File: src/hdl/mem_arb_pkg.sv
/* Memory-sharing package
   Sizes, arbiter policy and matrix types, and the client access word */
package mem_arb_pkg;

  // ****************************************
  // Sizes
  // ****************************************
  localparam int NUM_CLIENTS = 4;
  localparam int ADDR_W      = 6;                    // 64 words
  localparam int DATA_W      = 16;
  localparam int CLIENT_W    = $clog2(NUM_CLIENTS);
  localparam int MEM_DEPTH   = 1 << ADDR_W;

  // ****************************************
  // Arbiter types
  // ****************************************
  typedef enum logic [1:0] {
    ARB_ROUND_ROBIN     = 2'd0,  // Highest drops to lowest
    ARB_DEC_ROUND_ROBIN = 2'd1,  // Lowest rises to highest
    ARB_LRU             = 2'd2,  // Winner drops to lowest
    ARB_MRU             = 2'd3   // Winner rises to highest
  } arb_policy_e;

  // Row r, column c set means client r beats client c
  typedef logic [NUM_CLIENTS-1:0][NUM_CLIENTS-1:0] prio_matrix_t;

  typedef struct packed {
    arb_policy_e  policy;
    logic         load;    // Overwrite matrix this cycle
    prio_matrix_t matrix;
  } arb_config_t;

  // Client 0 beats everyone, client 3 beats no one
  function automatic prio_matrix_t upper_triangle_ones();
    prio_matrix_t m;
    m = '0;
    for (int r = 0; r < NUM_CLIENTS; r++) begin
      for (int c = r + 1; c < NUM_CLIENTS; c++) begin
        m[r][c] = 1'b1;
      end
    end
    return m;
  endfunction

  localparam prio_matrix_t RESET_MATRIX = upper_triangle_ones();

  // ****************************************
  // Memory access
  // ****************************************
  typedef struct packed {
    logic              write;
    logic [ADDR_W-1:0] addr;
    logic [DATA_W-1:0] wdata;  // Ignored on reads
  } mem_access_t;

endpackage

File: src/hdl/matrix_arbiter.sv
/* Priority-matrix arbiter
   One-hot grant, four update policies and a full matrix load */
module matrix_arbiter (
  input  logic                                i_clk,
  input  logic                                i_rst_n,
  input  mem_arb_pkg::arb_config_t            i_cfg,
  input  logic [mem_arb_pkg::NUM_CLIENTS-1:0] i_request,
  output logic [mem_arb_pkg::NUM_CLIENTS-1:0] o_grant
);
  import mem_arb_pkg::*;

  prio_matrix_t prio_matrix;  // Full matrix, upper triangle from flops
  prio_matrix_t prio_next;

  // ****************************************
  // Matrix storage
  // ****************************************
  for (genvar r = 0; r < NUM_CLIENTS; r++) begin : g_row
    for (genvar c = 0; c < NUM_CLIENTS; c++) begin : g_col
      if (c > r) begin : g_upper
        logic beat_q;

        always_ff @(posedge i_clk or negedge i_rst_n) begin
          if (!i_rst_n) begin
            beat_q <= RESET_MATRIX[r][c];
          end else if (i_cfg.load) begin
            beat_q <= i_cfg.matrix[r][c];  // Load wins over policy update
          end else if (|i_request) begin
            beat_q <= prio_next[r][c];
          end
        end

        assign prio_matrix[r][c] = beat_q;
      end else if (c == r) begin : g_diag
        assign prio_matrix[r][c] = 1'b0;
      end else begin : g_lower
        assign prio_matrix[r][c] = ~prio_matrix[c][r];
      end
    end
  end

  // ****************************************
  // Grant
  // ****************************************
  // A requester wins when no other requester beats it
  always_comb begin : p_grant
    logic beaten;
    for (int c = 0; c < NUM_CLIENTS; c++) begin
      beaten = 1'b0;
      for (int r = 0; r < NUM_CLIENTS; r++) begin
        if (r != c && i_request[r] && prio_matrix[r][c]) begin
          beaten = 1'b1;
        end
      end
      o_grant[c] = i_request[c] && !beaten;
    end
  end

  // ****************************************
  // Policy update
  // ****************************************
  function automatic prio_matrix_t next_matrix(
    arb_policy_e            policy,
    prio_matrix_t           cur,
    logic [NUM_CLIENTS-1:0] grant
  );
    logic [NUM_CLIENTS-1:0] target;  // Client that moves
    logic                   raise;   // Move to top, else to bottom
    prio_matrix_t           nxt;

    target = '0;
    raise  = 1'b0;
    case (policy)
      ARB_ROUND_ROBIN: begin
        for (int r = 0; r < NUM_CLIENTS; r++) begin
          // Beats everyone once its own diagonal bit is filled in
          target[r] = &(cur[r] | (NUM_CLIENTS'(1) << r));
        end
      end
      ARB_DEC_ROUND_ROBIN: begin
        for (int r = 0; r < NUM_CLIENTS; r++) begin
          target[r] = (cur[r] == '0);
        end
        raise = 1'b1;
      end
      ARB_LRU: begin
        target = grant;
      end
      ARB_MRU: begin
        target = grant;
        raise  = 1'b1;
      end
      default: begin
        target = '0;
      end
    endcase

    nxt = cur;
    for (int r = 0; r < NUM_CLIENTS; r++) begin
      for (int c = r + 1; c < NUM_CLIENTS; c++) begin
        if (target[c]) begin
          nxt[r][c] = !raise;
        end else if (target[r]) begin
          nxt[r][c] = raise;
        end
      end
    end
    return nxt;
  endfunction

  always_comb begin
    prio_next = next_matrix(i_cfg.policy, prio_matrix, o_grant);
  end

endmodule

File: src/hdl/client_port.sv
/* Client port
   Holds one pending access until granted, then passes the response back */
module client_port (
  input  logic                           i_clk,
  input  logic                           i_rst_n,
  input  logic                           i_acc_valid,
  input  mem_arb_pkg::mem_access_t       i_access,
  input  logic                           i_grant,
  input  logic                           i_rsp_valid,  // Response index matches this port
  input  logic [mem_arb_pkg::DATA_W-1:0] i_rsp_rdata,
  output logic                           o_request,
  output mem_arb_pkg::mem_access_t       o_access,
  output logic                           o_busy,
  output logic                           o_rsp_valid,
  output logic [mem_arb_pkg::DATA_W-1:0] o_rsp_rdata
);
  import mem_arb_pkg::*;

  logic        pending_q;  // Access waiting for grant
  logic        await_q;    // Granted, response due this cycle
  mem_access_t access_q;
  logic        accept;

  // Strobes while busy are dropped
  assign accept = i_acc_valid && !pending_q;

  // ****************************************
  // Control
  // ****************************************
  always_ff @(posedge i_clk or negedge i_rst_n) begin
    if (!i_rst_n) begin
      pending_q <= 1'b0;
      await_q   <= 1'b0;
    end else begin
      if (accept) begin
        pending_q <= 1'b1;
      end else if (i_grant) begin
        pending_q <= 1'b0;
      end
      await_q <= pending_q && i_grant;  // Memory answers one cycle after grant
    end
  end

  // Payload
  always_ff @(posedge i_clk) begin
    if (accept) begin
      access_q <= i_access;
    end
  end

  assign o_request = pending_q;
  assign o_access  = access_q;
  assign o_busy    = pending_q;  // Drops as the response pulse rises

  // ****************************************
  // Response
  // ****************************************
  assign o_rsp_valid = i_rsp_valid && await_q;
  assign o_rsp_rdata = o_rsp_valid ? i_rsp_rdata : '0;

endmodule

File: src/hdl/shared_ram.sv
/* Shared single-port RAM
   One access per cycle, registered response with client index and read data */
module shared_ram (
  input  logic                             i_clk,
  input  logic                             i_rst_n,
  input  logic                             i_valid,
  input  mem_arb_pkg::mem_access_t         i_access,
  input  logic [mem_arb_pkg::CLIENT_W-1:0] i_client,
  output logic                             o_rsp_valid,
  output logic [mem_arb_pkg::CLIENT_W-1:0] o_rsp_client,
  output logic [mem_arb_pkg::DATA_W-1:0]   o_rdata
);
  import mem_arb_pkg::*;

  logic [DATA_W-1:0]   mem [MEM_DEPTH];
  logic                rsp_valid_q;
  logic [CLIENT_W-1:0] rsp_client_q;
  logic [DATA_W-1:0]   rdata_q;

  // ****************************************
  // Storage
  // ****************************************
  always_ff @(posedge i_clk) begin
    if (i_valid && i_access.write) begin
      mem[i_access.addr] <= i_access.wdata;
    end
  end

  // ****************************************
  // Response
  // ****************************************
  always_ff @(posedge i_clk or negedge i_rst_n) begin
    if (!i_rst_n) begin
      rsp_valid_q <= 1'b0;
    end else begin
      rsp_valid_q <= i_valid;  // Writes get a response too
    end
  end

  always_ff @(posedge i_clk) begin
    if (i_valid) begin
      rsp_client_q <= i_client;
      // Reads return the stored word, writes return zero
      rdata_q <= i_access.write ? '0 : mem[i_access.addr];
    end
  end

  assign o_rsp_valid  = rsp_valid_q;
  assign o_rsp_client = rsp_client_q;
  assign o_rdata      = rdata_q;

endmodule

File: src/hdl/mem_share_top.sv
/* Shared memory top
   Four client ports arbitrated by a priority matrix onto one RAM */
module mem_share_top (
  input  logic                                                         i_clk,
  input  logic                                                         i_rst_n,
  input  mem_arb_pkg::arb_config_t                                     i_cfg,
  input  logic [mem_arb_pkg::NUM_CLIENTS-1:0]                          i_acc_valid,
  input  mem_arb_pkg::mem_access_t [mem_arb_pkg::NUM_CLIENTS-1:0]      i_access,
  output logic [mem_arb_pkg::NUM_CLIENTS-1:0]                          o_busy,
  output logic [mem_arb_pkg::NUM_CLIENTS-1:0]                          o_rsp_valid,
  output logic [mem_arb_pkg::NUM_CLIENTS-1:0][mem_arb_pkg::DATA_W-1:0] o_rsp_rdata
);
  import mem_arb_pkg::*;

  logic        [NUM_CLIENTS-1:0] request;
  logic        [NUM_CLIENTS-1:0] grant;
  mem_access_t [NUM_CLIENTS-1:0] port_access;
  logic        [NUM_CLIENTS-1:0] rsp_match;
  mem_access_t                   sel_access;
  logic        [CLIENT_W-1:0]    sel_client;
  logic                          ram_rsp_valid;
  logic        [CLIENT_W-1:0]    ram_rsp_client;
  logic        [DATA_W-1:0]      ram_rdata;

  // ****************************************
  // Client ports
  // ****************************************
  for (genvar i = 0; i < NUM_CLIENTS; i++) begin : g_port
    client_port u_port (
      .i_clk       (i_clk),
      .i_rst_n     (i_rst_n),
      .i_acc_valid (i_acc_valid[i]),
      .i_access    (i_access[i]),
      .i_grant     (grant[i]),
      .i_rsp_valid (rsp_match[i]),
      .i_rsp_rdata (ram_rdata),
      .o_request   (request[i]),
      .o_access    (port_access[i]),
      .o_busy      (o_busy[i]),
      .o_rsp_valid (o_rsp_valid[i]),
      .o_rsp_rdata (o_rsp_rdata[i])
    );

    assign rsp_match[i] = ram_rsp_valid && (ram_rsp_client == CLIENT_W'(i));
  end

  matrix_arbiter u_arbiter (
    .i_clk     (i_clk),
    .i_rst_n   (i_rst_n),
    .i_cfg     (i_cfg),
    .i_request (request),
    .o_grant   (grant)
  );

  // ****************************************
  // Grant mux and index encode
  // ****************************************
  // Grant is one-hot, so OR-ing the masked inputs selects one
  always_comb begin
    sel_access = '0;
    sel_client = '0;
    for (int i = 0; i < NUM_CLIENTS; i++) begin
      if (grant[i]) begin
        sel_access = sel_access | port_access[i];
        sel_client = sel_client | CLIENT_W'(i);
      end
    end
  end

  shared_ram u_ram (
    .i_clk        (i_clk),
    .i_rst_n      (i_rst_n),
    .i_valid      (|grant),  // Any grant is an access
    .i_access     (sel_access),
    .i_client     (sel_client),
    .o_rsp_valid  (ram_rsp_valid),
    .o_rsp_client (ram_rsp_client),
    .o_rdata      (ram_rdata)
  );

endmodule

File: config.mk
export PLATFORM = sky130hd
export DESIGN_NAME = mem_share_top
export DESIGN_NICKNAME = d
export VERILOG_FILES = /design/src/hdl/mem_arb_pkg.sv /design/src/hdl/matrix_arbiter.sv /design/src/hdl/client_port.sv /design/src/hdl/shared_ram.sv /design/src/hdl/mem_share_top.sv
export SDC_FILE = /design/constraint.sdc
export NUM_CORES = 1
export LEC_CHECK = 0
export BUFFER_PORTS_ARGS = -buffer_cell sky130_fd_sc_hd__buf_2
export CAP_MARGIN = 20
export CORE_MARGIN = 4
export CORE_UTILIZATION = 30
export CTS_BUF_LIST = sky130_fd_sc_hd__clkbuf_4 sky130_fd_sc_hd__clkbuf_8
export DETAILED_ROUTE_END_ITERATION = 8
export GPL_TIMING_DRIVEN = 0
export PLACE_DENSITY = 0.52
export SYNTH_ARGS = -nofsm -noshare
export SYNTH_HDL_FRONTEND = slang
export SYNTH_HIERARCHICAL = 1
export SYNTH_SLANG_ARGS = --single-unit
File: constraint.sdc
create_clock -name i_clk -period 12.31 [get_ports i_clk]
set_input_delay 2.462 -clock i_clk [delete_from_list [all_inputs] [get_ports i_clk]]
set_output_delay 2.462 -clock i_clk [all_outputs]
set_load 0.005 [all_outputs]
==> reports/metrics.cfg <==
[synth]
synth_xor_area_frac=0
async_flop_share=0.0131
netlist_instances=2674
avgSynthCellArea_um2=16.9
synth_top_family_by_area=compound AO/OA/AOI/OAI gates
synth_simple_gate_area_share=0.0571
syn_nets=2791
synth.area.mux_share=0.0396
synth_area_mm2=0.0452
synth_adder_area_share=0
yosys_most_used_dff=edfxtp_1
ys_types=87
synth-seq-cells=1149
synth_edf_count=1134
yosysSeqAreaShare=0.761
synth-compound-area-share=0.115
ys_warn_count=6

[sta]
finalClockSkew_ns=0.0456
hold_viol=0
grt_setup_unrepaired=no
relSlewSlack=0.186
setup_viol=0
min_period_ns=6.20
period_share=0.504
maxSlewViolCount=0
max_freq_mhz=161
worstMarginPinSlew_ns=1.22
setup_tns_ns=0

[setup_path]
cp-start-kind=flop
worstPathArrival_ns=6.69
reg2reg_from=g_port[3].u_port/o_busy
r2r_slack_ns=6.11
required_ns=12.79
worstSetupEndpointType=flop
r2r-end=u_ram/o_rdata[8]
critPathMaxFanout=10
r2r_cells=14
worstSetupPathType=flop to flop

[cells_and_area]
layout-drive-gt1-share=0.254
area_growth_pct=19.2
nets=3237

[cts]
cts_hold_buffers=0
cts_made_buffers=187
htree_levels=4
postCtsSetupRepairBufs=0
cts.sinks=1149
cts_tree=yes
worstSkewPairLatency_ns=0.90
clk_path_buf_depth=3
root_buffer=clkbuf_8
ctsResizeCount=0
clkTransAtPathRegs_ns=0.06

[route]
wl_per_cell_um=28.8
drc=0
ant_nets=0
vias_per_cell=5.47
first_pass_iters=7
routed_wl_mm=152
drtIter0Drc=3772
num_vias=28892

[floorplanning]
core.rowCount=142
die_y_um=396
coreArea_mm2=0.150
boundaryPins=189
die_w_um=396
initial_core_util=0.302
die_area_mm2=0.157

[worst_hold_path]
hold_class=flop to flop
min_to=g_port[1].u_port/o_busy
min_path_cells=1
worstHoldStart=g_port[1].u_port/o_busy

[global_route]
grt_pass1_wl_mm=211
grt_max_degree=65
grt_util_all_layers=0.188
grt_pass1_vias=27849
overflow=0
antenna_found_initial=3

[placed_design]
dp_hpwl_mm=104
gp_congestion=0.926
portBuffers=177

[status]
outcome=finished, final reports clean

[job]
drv_cap=0

==> synth_stat cells, types with 7 or more instances <==
| master | n | share of area |
|---|---|---|
| o21bai_1 | 7 | 0.0012 |
| and3b_1 | 13 | 0.0025 |
| a22o_1 | 7 | 0.0014 |
| o22a_1 | 38 | 0.0074 |
| a221oi_1 | 186 | 0.036 |
| nor2_1 | 89 | 0.0074 |
| a31oi_1 | 28 | 0.0039 |
| a211oi_1 | 7 | 0.0012 |
| nand2_1 | 63 | 0.0052 |
| a21oi_1 | 8 | 0.00089 |
| and2_1 | 11 | 0.0015 |
| o22ai_1 | 56 | 0.0077 |
| inv_1 | 12 | 0.0010 |
| and3_1 | 110 | 0.015 |
| buf_6 | 19 | 0.0047 |
| a2111oi_0 | 8 | 0.0015 |
| nor2b_1 | 9 | 0.0012 |
| nor3_1 | 39 | 0.0043 |
| a41oi_1 | 14 | 0.0027 |
| nand3_1 | 9 | 0.0010 |
| mux4_2 | 8 | 0.0040 |
| edfxtp_1 | 1134 | 0.75 |
| mux2i_1 | 142 | 0.031 |
| nor3b_1 | 45 | 0.0075 |
| nor4_1 | 15 | 0.0021 |
| a221o_1 | 8 | 0.0018 |
| o21ai_0 | 78 | 0.0086 |
| dfrtp_1 | 9 | 0.0050 |
| nand2b_1 | 13 | 0.0018 |
| buf_4 | 20 | 0.0033 |
| buf_1 | 9 | 0.00075 |
| o2bb2ai_1 | 7 | 0.0014 |
| or2_2 | 15 | 0.0021 |
| o221ai_1 | 12 | 0.0023 |
| a22oi_1 | 166 | 0.028 |
| clkbuf_1 | 73 | 0.0061 |
| buf_2 | 89 | 0.0098 |
==> cells in the final DEF (no fill, tap or decap), types with 10 or more instances in the layout <==
master | synthesis | routed
a31oi_1 | 28 | 28
nand2_1 | 63 | 47
o21ai_0 | 78 | 78
and3b_1 | 13 | 13
nand2_4 | 0 | 10
a41oi_1 | 14 | 14
or2_2 | 15 | 15
clkbuf_1 | 73 | 73
buf_4 | 20 | 27
clkbuf_4 | 1 | 77
clkbuf_8 | 3 | 191
a221oi_1 | 186 | 186
buf_8 | 1 | 55
a22oi_1 | 166 | 166
mux2i_1 | 142 | 142
nor2_1 | 89 | 25
o22ai_1 | 56 | 56
nor3_1 | 39 | 39
inv_1 | 12 | 12
buf_2 | 89 | 266
clkinv_1 | 0 | 44
and2_1 | 11 | 11
nor2_2 | 2 | 66
edfxtp_1 | 1134 | 1134
o221ai_1 | 12 | 12
o22a_1 | 38 | 38
nand2b_1 | 13 | 13
buf_6 | 19 | 24
and3_1 | 110 | 110
nor3b_1 | 45 | 44
nor4_1 | 15 | 15
==> layout make-up <==
type	count	area, um2
Multi-Input combinational cell	1296	9890
Sequential cell	1149	34400
Timing Repair Buffer	257	2150
Inverter	14	52.6
Clock inverter	71	517
Tap cell	2016	2520
Antenna cell	4	10.0
Buffer	215	1180
Clock buffer	264	3160
Fill cell	14163	95900
==> stage by stage <==
step                cells  instance area [um2]  hold slack (ns)  utilization  setup WS, ns
finish               5286                53900            0.659        0.360          6.11
global route         5284                53900            0.694        0.360          6.07
CTS                  5282                53900            0.673        0.360          6.20
detailed placement   4947                50200            0.660        0.335          6.23
global placement     4867                48600            0.607        0.325          5.09
floorplan            2674                45200            0.533            -          8.35
==> critical path, cell delays in order (launching register included) <==
cell and delay (ns):
dfrtp_1 0.48, buf_4 0.20, nor2b_4 0.13, a2111oi_4 0.70, buf_2 0.39, a22oi_1 0.15
nand2_1 0.35, buf_6 0.22, buf_4 0.26, buf_4 0.28, buf_2 0.55, clkbuf_1 0.59
o22ai_1 0.23, o21bai_1 0.70, a41oi_1 0.52
==> how the worst max path moves through the flow <==
stage                             from                      endpoint  slack, ns  cells past startpoint
3_5_place_dp   g_port[3].u_port/o_busy              u_ram/o_rdata[8]       6.23                     14
3_3_place_gp   g_port[3].u_port/o_busy              u_ram/o_rdata[3]       5.09                     15
4_1_cts        g_port[3].u_port/o_busy              u_ram/o_rdata[8]       6.20                     14
2_1_floorplan           i_acc_valid[0]  g_port[0].u_port/o_access[0]       8.35                      1
5_1_grt        g_port[3].u_port/o_busy              u_ram/o_rdata[6]       6.07                     14
6_report       g_port[3].u_port/o_busy              u_ram/o_rdata[8]       6.11                     14
==> registers in the layout, summed over array words and instances, names as in the netlist <==
register	cells
g_port.u_port/await_q	4
u_ram/o_rsp_client	2
g_port.u_port/o_access	92
u_ram/mem	1024
u_arbiter/g_row.g_col.g_upper.beat_q	6
g_port.u_port/o_busy	4
u_ram/o_rdata	16
u_ram/o_rsp_valid	1
==> layer usage <==
metal  GRT usage  vias up  wire [um]
met1       0.253    14985      62200
li1            -    12011          -
met4      0.0818        0       6910
met3      0.0396      309      13500
met5           0        -          0
met2       0.294     1587      69900
==> cells by family after synthesis <==
family,Yosys count
compound gates,674
flops,1149
mux,162
simple gates,460
buf+inv,229
Power is not shown: default switching activity piles up to over one toggle a cycle in this logic, so the estimate is an artifact.
